**config.mk**
```make
export PLATFORM = sky130hd
export DESIGN_NAME = qdr_subsys_top
export DESIGN_NICKNAME = d
export VERILOG_FILES = /design/src/common/qdr_pkg.sv /design/src/logic/qdr_sram_dev.sv /design/src/logic/qdr_subsys_top.sv /design/src/qdr_ctrl/qdr_cmd_sched.sv /design/src/qdr_ctrl/qdr_rd_capture.sv /design/src/qdr_ctrl/qdr_wr_path.sv
export VERILOG_INCLUDE_DIRS = /design/src /design/src/common
export SDC_FILE = /design/constraint.sdc
export NUM_CORES = 2
export LEC_CHECK = 0
export BUFFER_PORTS_ARGS = -buffer_cell sky130_fd_sc_hd__clkbuf_2
export CAP_MARGIN = 5
export CORE_UTILIZATION = 45
export CTS_BUF_LIST = sky130_fd_sc_hd__clkbuf_8
export CTS_CLUSTER_DIAMETER = 80
export DETAILED_ROUTE_END_ITERATION = 8
export PLACE_DENSITY = 0.61
export REMOVE_ABC_BUFFERS = 1
export SLEW_MARGIN = 20
export SYNTH_ARGS = -nofsm -noshare
export SYNTH_HDL_FRONTEND = slang
export SYNTH_SLANG_ARGS = --single-unit
export TNS_END_PERCENT = 5
```
**constraint.sdc**
```tcl
create_clock -name k -period 2.4 [get_ports k]
set_clock_uncertainty 0.05 [all_clocks]
set_input_delay 0.12 -clock k [delete_from_list [all_inputs] [get_ports k]]
set_output_delay 0.12 -clock k [all_outputs]
set_load 0.01 [all_outputs]
```
**src/common/qdr_config.svh**
```systemverilog
`ifndef QDR_CONFIG_SVH
`define QDR_CONFIG_SVH

// burst address width, so each bank holds 64 bursts
`define QDR_ADDR_BITS 6

// width of one data beat on d and q
`define QDR_DATA_BITS 16

// number of byte lanes per beat, each with its own bw_n bit
`define QDR_BYTE_LANES 2

// rising edges from the device sampling r_n low to beat 0 on q
// the design also runs with 1 or 3 here
`define QDR_RD_LATENCY 2

`endif

```
**src/common/qdr_pkg.sv**
```systemverilog
`default_nettype none

`include "qdr_config.svh"

package qdr_pkg;

    // width of one byte lane, the masking granule of bw_n
    localparam int unsigned qdr_lane_bits = 8;

    // number of bursts held in each beat bank of the device
    localparam int unsigned qdr_bank_depth = 1 << `QDR_ADDR_BITS;

    // one data beat as seen on d and q
    // the word view carries the beat around the subsystem, while the lane view
    // is what masked merges use, one byte at a time
    typedef union packed {
        logic [`QDR_DATA_BITS-1:0]                       word;
        logic [`QDR_BYTE_LANES-1:0][qdr_lane_bits-1:0]   lanes;
    } qdr_beat_u;

    // per-beat byte enable, active high on the user side
    // the write path inverts it to form the active-low bw_n pins
    typedef logic [`QDR_BYTE_LANES-1:0] qdr_be_t;

endpackage

`default_nettype wire

```
**src/logic/qdr_sram_dev.sv**
```systemverilog
`timescale 1ns/1ps
`default_nettype none

`include "qdr_config.svh"

module qdr_sram_dev (
    input  wire logic                      k,
    input  wire logic                      rst_n,
    input  wire logic [`QDR_ADDR_BITS-1:0] sa,
    input  wire logic                      w_n,
    input  wire logic                      r_n,
    input  wire qdr_pkg::qdr_beat_u        d,
    input  wire qdr_pkg::qdr_be_t          bw_n,
    output qdr_pkg::qdr_beat_u             q
);

    import qdr_pkg::*;

    // bank 0 holds the first beat of every burst, bank 1 the second
    qdr_beat_u                 bank0 [qdr_bank_depth];
    qdr_beat_u                 bank1 [qdr_bank_depth];

    // write marker and address for beat 1, one edge behind the command
    logic                      wr_m1;
    logic [`QDR_ADDR_BITS-1:0] wa1;

    // read markers and addresses for the two bank lookups of a burst
    logic                      rd_m0;
    logic                      rd_m1;
    logic [`QDR_ADDR_BITS-1:0] ra0;
    logic [`QDR_ADDR_BITS-1:0] ra1;

    // beat pipeline towards q, the last stage is the pin itself
    qdr_beat_u                 q_pipe [`QDR_RD_LATENCY];

    always_ff @(posedge k or negedge rst_n)
    begin
        if (!rst_n)
        begin
            wr_m1 <= 1'b0;
            rd_m0 <= 1'b0;
            rd_m1 <= 1'b0;
        end
        else
        begin
            wr_m1 <= ~w_n;
            rd_m0 <= ~r_n;
            rd_m1 <= rd_m0;
        end
    end

    always_ff @(posedge k)
    begin
        wa1 <= sa;
        ra0 <= sa;
        ra1 <= ra0;
    end

    // masked merge, lane by lane, so a disabled byte keeps its stored value
    // beat 0 lands at the edge that samples w_n low, beat 1 on the next edge
    always_ff @(posedge k)
    begin
        for (int i = 0; i < `QDR_BYTE_LANES; i++)
        begin
            if (!w_n && !bw_n[i])
                bank0[sa].lanes[i] <= d.lanes[i];
            if (wr_m1 && !bw_n[i])
                bank1[wa1].lanes[i] <= d.lanes[i];
        end
    end

    // bank 0 is looked up one edge after r_n low and bank 1 one edge later,
    // each on the same edge where a write issued right after the read
    // would merge that bank, so the read still returns the old data
    // and a write issued just before it is already visible
    always_ff @(posedge k or negedge rst_n)
    begin
        if (!rst_n)
        begin
            for (int j = 0; j < `QDR_RD_LATENCY; j++)
                q_pipe[j] <= '0;
        end
        else
        begin
            if (rd_m0)
                q_pipe[0] <= bank0[ra0];
            else if (rd_m1)
                q_pipe[0] <= bank1[ra1];
            else
                q_pipe[0] <= '0;
            for (int j = 1; j < `QDR_RD_LATENCY; j++)
                q_pipe[j] <= q_pipe[j-1];
        end
    end

    // zero on q whenever no read beat is due
    assign q = q_pipe[`QDR_RD_LATENCY-1];

    // beat 1 of a write uses the edge after w_n low, so a second write
    // there would fight it for d and bw_n
    a_wr_spacing: assert property (@(posedge k) disable iff (!rst_n) !w_n |=> w_n);

endmodule

`default_nettype wire

```
**src/logic/qdr_subsys_top.sv**
```systemverilog
`timescale 1ns/1ps
`default_nettype none

`include "qdr_config.svh"

module qdr_subsys_top (
    input  wire logic                      k,
    input  wire logic                      rst_n,
    input  wire logic                      wr_req,
    input  wire logic [`QDR_ADDR_BITS-1:0] wr_addr,
    input  wire qdr_pkg::qdr_beat_u        wr_data0,
    input  wire qdr_pkg::qdr_beat_u        wr_data1,
    input  wire qdr_pkg::qdr_be_t          wr_be0,
    input  wire qdr_pkg::qdr_be_t          wr_be1,
    input  wire logic                      rd_req,
    input  wire logic [`QDR_ADDR_BITS-1:0] rd_addr,
    output wire logic                      wr_busy,
    output wire logic                      rd_busy,
    output wire logic                      rd_valid,
    output wire qdr_pkg::qdr_beat_u        rd_data0,
    output wire qdr_pkg::qdr_beat_u        rd_data1
);

    import qdr_pkg::*;

    // the QDR bus between controller and device
    wire logic [`QDR_ADDR_BITS-1:0] sa;
    wire logic                      w_n;
    wire logic                      r_n;
    wire qdr_beat_u                 d;
    wire qdr_beat_u                 q;
    wire qdr_be_t                   bw_n;

    // tells the write path that its latched burst owns the bus this cycle
    wire logic                      wr_issue;

    qdr_cmd_sched sched_i (
        .k        (k),
        .rst_n    (rst_n),
        .wr_req   (wr_req),
        .rd_req   (rd_req),
        .wr_addr  (wr_addr),
        .rd_addr  (rd_addr),
        .sa       (sa),
        .w_n      (w_n),
        .r_n      (r_n),
        .wr_issue (wr_issue),
        .wr_busy  (wr_busy),
        .rd_busy  (rd_busy)
    );

    qdr_wr_path wr_path_i (
        .k        (k),
        .rst_n    (rst_n),
        .wr_req   (wr_req),
        .wr_issue (wr_issue),
        .wr_data0 (wr_data0),
        .wr_data1 (wr_data1),
        .wr_be0   (wr_be0),
        .wr_be1   (wr_be1),
        .d        (d),
        .bw_n     (bw_n)
    );

    qdr_rd_capture rd_capture_i (
        .k        (k),
        .rst_n    (rst_n),
        .r_n      (r_n),
        .q        (q),
        .rd_valid (rd_valid),
        .rd_data0 (rd_data0),
        .rd_data1 (rd_data1)
    );

    qdr_sram_dev sram_i (
        .k     (k),
        .rst_n (rst_n),
        .sa    (sa),
        .w_n   (w_n),
        .r_n   (r_n),
        .d     (d),
        .bw_n  (bw_n),
        .q     (q)
    );

endmodule

`default_nettype wire

```
**src/qdr_ctrl/qdr_cmd_sched.sv**
```systemverilog
`timescale 1ns/1ps
`default_nettype none

`include "qdr_config.svh"

module qdr_cmd_sched (
    input  wire logic                      k,
    input  wire logic                      rst_n,
    input  wire logic                      wr_req,
    input  wire logic                      rd_req,
    input  wire logic [`QDR_ADDR_BITS-1:0] wr_addr,
    input  wire logic [`QDR_ADDR_BITS-1:0] rd_addr,
    output logic      [`QDR_ADDR_BITS-1:0] sa,
    output logic                           w_n,
    output logic                           r_n,
    output logic                           wr_issue,
    output logic                           wr_busy,
    output logic                           rd_busy
);

    // one pending slot per request type
    logic                      wr_pend;
    logic                      rd_pend;
    logic [`QDR_ADDR_BITS-1:0] wr_addr_q;
    logic [`QDR_ADDR_BITS-1:0] rd_addr_q;

    // set for one cycle after a command of that type, while its data bus is busy
    logic                      wr_cool;
    logic                      rd_cool;

    // remembers which side won the last read/write conflict
    logic                      last_wr;

    logic                      wr_elig;
    logic                      rd_elig;
    logic                      pick_wr;
    logic                      pick_rd;

    assign wr_elig = wr_pend & ~wr_cool;
    assign rd_elig = rd_pend & ~rd_cool;

    // on a conflict the read goes first if the write won the previous one
    // and after reset last_wr starts high so the first conflict serves the read
    assign pick_rd = rd_elig & (~wr_elig | last_wr);
    assign pick_wr = wr_elig & ~pick_rd;

    // the write path registers beat 0 at the same edge that drives w_n low
    assign wr_issue = pick_wr;
    assign wr_busy  = wr_pend;
    assign rd_busy  = rd_pend;

    always_ff @(posedge k or negedge rst_n)
    begin
        if (!rst_n)
        begin
            wr_pend <= 1'b0;
            rd_pend <= 1'b0;
            wr_cool <= 1'b0;
            rd_cool <= 1'b0;
            last_wr <= 1'b1;
            w_n     <= 1'b1;
            r_n     <= 1'b1;
        end
        else
        begin
            wr_pend <= wr_req | (wr_pend & ~pick_wr);
            rd_pend <= rd_req | (rd_pend & ~pick_rd);
            wr_cool <= pick_wr;
            rd_cool <= pick_rd;
            // only a real conflict flips the priority
            if (wr_elig && rd_elig)
                last_wr <= pick_wr;
            w_n     <= ~pick_wr;
            r_n     <= ~pick_rd;
        end
    end

    always_ff @(posedge k)
    begin
        if (wr_req)
            wr_addr_q <= wr_addr;
        if (rd_req)
            rd_addr_q <= rd_addr;
        if (pick_wr)
            sa <= wr_addr_q;
        else if (pick_rd)
            sa <= rd_addr_q;
    end

    // the shared bus carries one command per cycle
    a_one_cmd: assert property (@(posedge k) disable iff (!rst_n) w_n || r_n);

    // the user side must honour busy, the pending slots are only one deep
    a_wr_busy: assert property (@(posedge k) disable iff (!rst_n) wr_req |-> !wr_busy);
    a_rd_busy: assert property (@(posedge k) disable iff (!rst_n) rd_req |-> !rd_busy);

endmodule

`default_nettype wire

```
**src/qdr_ctrl/qdr_rd_capture.sv**
```systemverilog
`timescale 1ns/1ps
`default_nettype none

`include "qdr_config.svh"

module qdr_rd_capture (
    input  wire logic               k,
    input  wire logic               rst_n,
    input  wire logic               r_n,
    input  wire qdr_pkg::qdr_beat_u q,
    output logic                    rd_valid,
    output qdr_pkg::qdr_beat_u      rd_data0,
    output qdr_pkg::qdr_beat_u      rd_data1
);

    // stage j holds a read whose r_n low was sampled j edges ago
    localparam int mark_depth = `QDR_RD_LATENCY + 2;

    // one marker per issued read, so several reads can be in flight at once
    // and they come back in the order they went out
    logic [mark_depth-1:0] mark;

    always_ff @(posedge k or negedge rst_n)
    begin
        if (!rst_n)
        begin
            mark     <= '0;
            rd_valid <= 1'b0;
        end
        else
        begin
            // the device samples r_n at this same edge, so the two stay in step
            mark     <= {mark[mark_depth-2:0], ~r_n};
            rd_valid <= mark[mark_depth-1];
        end
    end

    // beat 0 sits on q while the marker is in the second last stage,
    // and beat 1 arrives one edge later together with the completion pulse
    always_ff @(posedge k)
    begin
        if (mark[mark_depth-2])
            rd_data0 <= q;
        if (mark[mark_depth-1])
            rd_data1 <= q;
    end

    // each burst holds q for two beats, so the scheduler must space reads apart
    // and adjacent markers would mean two bursts collide on q
    a_read_spacing: assert property (@(posedge k) disable iff (!rst_n)
        (mark[mark_depth-1:1] & mark[mark_depth-2:0]) == '0);

endmodule

`default_nettype wire

```
**src/qdr_ctrl/qdr_wr_path.sv**
```systemverilog
`timescale 1ns/1ps
`default_nettype none

module qdr_wr_path (
    input  wire logic               k,
    input  wire logic               rst_n,
    input  wire logic               wr_req,
    input  wire logic               wr_issue,
    input  wire qdr_pkg::qdr_beat_u wr_data0,
    input  wire qdr_pkg::qdr_beat_u wr_data1,
    input  wire qdr_pkg::qdr_be_t   wr_be0,
    input  wire qdr_pkg::qdr_be_t   wr_be1,
    output qdr_pkg::qdr_beat_u      d,
    output qdr_pkg::qdr_be_t        bw_n
);

    import qdr_pkg::*;

    // the burst waits here until the scheduler gets the bus for it,
    // which can be a cycle late when a read wins a conflict
    qdr_beat_u lat0;
    qdr_beat_u lat1;
    qdr_be_t   be_lat0;
    qdr_be_t   be_lat1;

    // high in the cycle after w_n was driven low, when beat 1 goes out
    logic      beat1_due;

    always_ff @(posedge k)
    begin
        if (wr_req)
        begin
            lat0    <= wr_data0;
            lat1    <= wr_data1;
            be_lat0 <= wr_be0;
            be_lat1 <= wr_be1;
        end
    end

    always_ff @(posedge k or negedge rst_n)
    begin
        if (!rst_n)
        begin
            beat1_due <= 1'b0;
            bw_n      <= '1;
        end
        else
        begin
            beat1_due <= wr_issue;
            // the pins are active low, so enabled bytes drive a zero
            if (wr_issue)
                bw_n <= ~be_lat0;
            else if (beat1_due)
                bw_n <= ~be_lat1;
            else
                bw_n <= '1;
        end
    end

    // beat 0 shares the cycle with w_n low and beat 1 follows it
    always_ff @(posedge k)
    begin
        if (wr_issue)
            d <= lat0;
        else if (beat1_due)
            d <= lat1;
        else
            d <= '0;
    end

endmodule

`default_nettype wire

```
[Yosys cells after proc, flatten, opt, wreduce, memory -nomap -nowiden]
Memories as Yosys holds them, arrays and structs flattened. A register that Yosys moved wholly into a read port is not among the register bits.
Cells that the tools add are included.
Cells by class
  multiplexer cells: 16
  bitwise operators: 18
  reduce and logical (&&, ||, !) cells: 9
Operators with widths (number)
  2-to-1 mux 16 bit: 4
  2-to-1 mux 6 bit: 2
  2-to-1 mux 1 bit: 8
  inverter 1 bit: 7
  bitwise AND 1 bit: 6
  logical AND 1 bit: 5
  2-to-1 mux 2 bit: 2
  inverter 2 bit: 2
  zero test 1 bit: 3
  OR 1 bit: 3
  nonzero test 2 bit: 1
Storage, ports and cells
  memories: 2
  output and inout bits: 35
  logic and storage cells: 71
  RAM bits: 2048
  register bits: 157
Memories
  sram_i.bank0: words 64, width 16, rd ports 1, clocked after memory_dff 1, wr ports 1, RTL line qdr_sram_dev.sv:20  | qdr_beat_u bank0 [qdr_bank_depth];
  sram_i.bank1: words 64, width 16, rd ports 1, clocked after memory_dff 1, wr ports 1, RTL line qdr_sram_dev.sv:21  | qdr_beat_u bank1 [qdr_bank_depth];

[Longest topological paths before layout]
  word-level depth: 10
  gate-level depth with buffers: 11

[Cells and area by module]
Synthesis repeated with hierarchy kept, for this count alone.
Second synthesis, totals
  cells, all modules: 4271
  area total of the unflattened synthesis: 84910.2 µm²
By module, submodules not included
  qdr_sram_dev: sequential area each 62615.1 µm², instances 1, area an instance 81189.1 µm², cells each 4106
  qdr_wr_path: sequential area each 1478.9 µm², instances 1, area an instance 1715.4 µm², cells each 80
  qdr_rd_capture: sequential area each 1086.0 µm², instances 1, area an instance 1089.8 µm², cells each 38
  qdr_cmd_sched: sequential area each 719.4 µm², instances 1, area an instance 915.9 µm², cells each 47

[Worst setup path after synthesis]
No wires, ideal clock.
  kind: reg2reg
  start: register sched_i.sa[2]
  end: memory sram_i.bank0[41][10] (netlist bit), enable pin
  library setup time: 370 ps
  required time: 1980 ps
  cell stages (with the launch flop): 7
  buffers on the path: 3
  slack: -50 ps
  arrival time: 2029 ps
  path through: edfxtp_1 clkbuf_1 or3b_2 clkbuf_1 or3_1 clkbuf_1 nor2_1
RTL lines
  from (decl): RTL line qdr_cmd_sched.sv:13  | output logic [`QDR_ADDR_BITS-1:0] sa,
  from (signal assigned): RTL line qdr_cmd_sched.sv:85  | sa <= wr_addr_q;
  from (signal assigned): RTL line qdr_cmd_sched.sv:87  | sa <= rd_addr_q;
  to (decl): RTL line qdr_sram_dev.sv:20
No word-level cell before the write port.

==> results.md <==
* Switching Fraction at 33.9%
* Main synth FF type: edfxtp_1
* Area grow syn2layout at 24.3%
* Post-synthesis area per instance at 20.1 sq um
* Synth Area in Adders at 0%
* CTS tree: built
* Placed cell area at 95400 sq um
* Post-route ant nets at 0
* CTS clk-pin slew, worst paths at 70 ps
* GRT overflow at 0
* Leak Pwr at 36.5 nW
* Most Used Layer, Global Route: met2
* Netlist cell types at 75
* Fin area at 105000 sq um
* Global placer's final weighted congestion at 0.928
* Initial drt markers at 5655
* Synth Area in XOR/XNOR at 0.0104%
* Mapped cell area at 84600 sq um
* Worst Slack Setup Final at -384 ps
* Slew Viols, Final at 0
* Critical Path End Type: register
* Fmax at 359 MHz
* Die area at 190000 sq um
* Port bufs at 86
* Io pins at 87
* Seq pwr share at 39.4%
* Commonest cells after routing, fill and taps aside: edfxtp_1 (2134), buf_4 (811), clkbuf_8 (383), mux4_2 (351), nor2_1 (261)
* Vias per cell at 5.88
* CTS buffer count at 365
* Total Wirelength at 246000 um
* EDFF count, synth at 2134
* Clk_lat worst skew at 1070 ps
* Layout cells sized above 1 at 37.5%
* Sequential fraction of the synthesis area at 77.8%
* Post-synth ARST share at 2.13%
* Fillers at 14000
* Core ar. at 186000 sq um
* Minimum clock period at 2780 ps
* Failing checks: setup timing
* Critical path required time at 3270 ps
* Via count at 48500
* FF+latch count, synth at 2209
* Fin Setup TNS at -4200 ps
* GR met1 Demand/Resource at 35.3%
* Startpoint Class: register
* Synth Area in Simple Gates at 3.14%
* Mux contribution to synthesized area at 12.6%
* Yosys warns at 0
* Final setup violation count at 16
* Fin. Hold Viols at 0
* Relative slew slack at 26.0%
* Routing usage on met2 at 40.3%
* Compound-Gate Fraction of Synth Area at 4.81%
* CTS sink count at 2209
* Internal at 85.2 mW
* Clock Power Share at 23.5%
* Routing usage on met3 at 5.50%
* Power Density at 1230 nW/um^2
* Root buffer cell: clkbuf_8
* Combinational Power Share at 37.1%
* Period Utilization, post-route at 116%
* Vias in the first global route at 48800
* Crit-path max FO at 6
* Largest family of logic cells by synthesized area: multiplexers
* Final Non-Filler Cells at 8243
* Max Cap Viol at 0
* Worst EP arrival at 3650 ps
* Status: finished with violations
* Pin count of the biggest net entering global routing at 129
* Crit Path Class: register to register
* Initial Util at 45.5%
* Worst VDD drop at 0.703 mV
* First-pass GRT wire length at 349000 um
* Top post-synthesis cells by area: edfxtp_1 (76%), mux4_2 (9.3%), mux2i_1 (2.2%), nor2_1 (1.3%), dfrtp_1 (1.2%)
* Worst slack at placement at -806 ps
* Worst-Margin Slew at 1110 ps
* Cell Rows at 158
* Net count, final at 5551
* Initial antenna violation count at 6
* Tot Pwr at 129 mW
* Clock Path Buffers at 4
* 1st-pass router iterations at 6
* CTS H-tree lvls at 5
* RSZ-0062 raised after global routing: yes
* Synth top area share at 75.7%
* Die Span Y at 436 um
* Most common cell after layout, fill and taps aside: edfxtp_1
* Synth area leader: edfxtp_1
* Cell count after synthesis at 4213
* Cell Count Post-Placement at 7422
* GRT Util Overall at 25.7%
* P_sw at 43.7 mW
* WL/cell at 29.9 um
* Dpl hpwl at 159000 um
* Die W at 436 um
* Hold Crit Class: primary input to register
* DRC at 0
registers in the layout, summed over array words and instances (netlist names), 6 cells and up, named ones only:
name,flops
sram_i.bank1,1024
sram_i.q,16
sched_i.rd_addr_q,6
wr_path_i.d,16
sched_i.wr_addr_q,6
sram_i.bank0,1024
sram_i.q_pipe,16
wr_path_i.lat0,16
rd_capture_i.rd_data0,16
wr_path_i.lat1,16
rd_capture_i.rd_data1,16
sram_i.wa1,6
sched_i.sa,6
worst paths after layout:
check	startpoint	endpoint	slack, ps	depth (start not counted)
min	wr_data1[0]	wr_path_i.lat1[0]	280	3
max	sram_i.wa1[2]	sram_i.q_pipe[16]	-380	12
max reg2reg	sram_i.wa1[2]	sram_i.q_pipe[16]	-380	12
min reg2reg	sram_i.q_pipe[29]	sram_i.q[13]	340	0
max in group asynchronous	rst_n	sram_i.q[3]	1590	4
min in group asynchronous	rst_n	sched_i.last_wr	370	3
stage by stage:
step / utilization (%) / hold WS, ps
2_1_floorplan: - / -226
5_1_grt: 56.5 / 234
6_report: 56.5 / 279
3_3_place_gp: 51.3 / 172
4_1_cts: 56.1 / 164
3_5_place_dp: 51.3 / 177
worst max-delay path, stage by stage, from the launching register on:
cell and delay, ps:
dfxtp_4 420, buf_12 150, buf_12 120, buf_4 140, nand2b_4 140, buf_6 120
buf_4 140, o22a_1 140, o21ai_2 60, a221oi_2 280, buf_4 180, nand4_1 290
a211o_1 390
cells by family after synthesis:
logic type | after synthesis
xor+xnor | 1
flops | 2209
buf+inv | 283
simple gates | 565
compound gates | 538
mux | 617
final cells by class:
cell class	instances	area [sq um]	area share, %
Tap cell	2480	3100	2.95
Timing Repair Buffer	1192	11100	10.6
Antenna cell	4	10.0	0.00952
Inverter	10	37.5	0.0357
Clock inverter	244	1240	1.18
Clock buffer	383	5270	5.01
Multi-Input combinational cell	1721	18400	17.5
Sequential cell	2209	65900	62.7
per-layer routing:
layer / share of wire (%) / vias to the layer above
met5: 0.0053 / -
met4: 3.8 / 2
met3: 9.0 / 495
met2: 47 / 2632
met1: 40 / 25300
li1: - / 20100
timing repair:
action / in CTS / in global routing
gates cloned: 6 / 2
hold buffers: 102 / 0
gates resized for setup: 154 / 118
setup endpoints to repair: 639 / 369
hold endpoints to repair: 145 / 0
pin swaps: 49 / 40
setup buffers: 58 / 25
cell usage after synthesis, types with 28 or more instances:
library cell / n
a221o_1: 42
o22ai_1: 56
nand3_1: 36
clkbuf_1: 123
edfxtp_1: 2134
a211oi_1: 34
nand2_1: 80
buf_2: 90
a22oi_1: 102
o21ai_0: 31
nor2_1: 289
a221oi_1: 54
dfxtp_1: 28
a22o_1: 53
mux2i_1: 189
dfrtp_1: 42
nor2b_1: 36
mux2_2: 75
a21oi_1: 65
buf_4: 32
mux4_2: 351
power by group through the flow:
stage	combinational [mW]	clock (mW)	sequential [mW]
floorplan	9.58	0	53.8
global placement	42.4	0	51.6
detailed placement	42.7	0	51.7
CTS	46.0	30.8	50.8
global route	49.4	32.3	50.9
finish	47.8	30.3	50.8
Power figures use the tool's default switching activity.
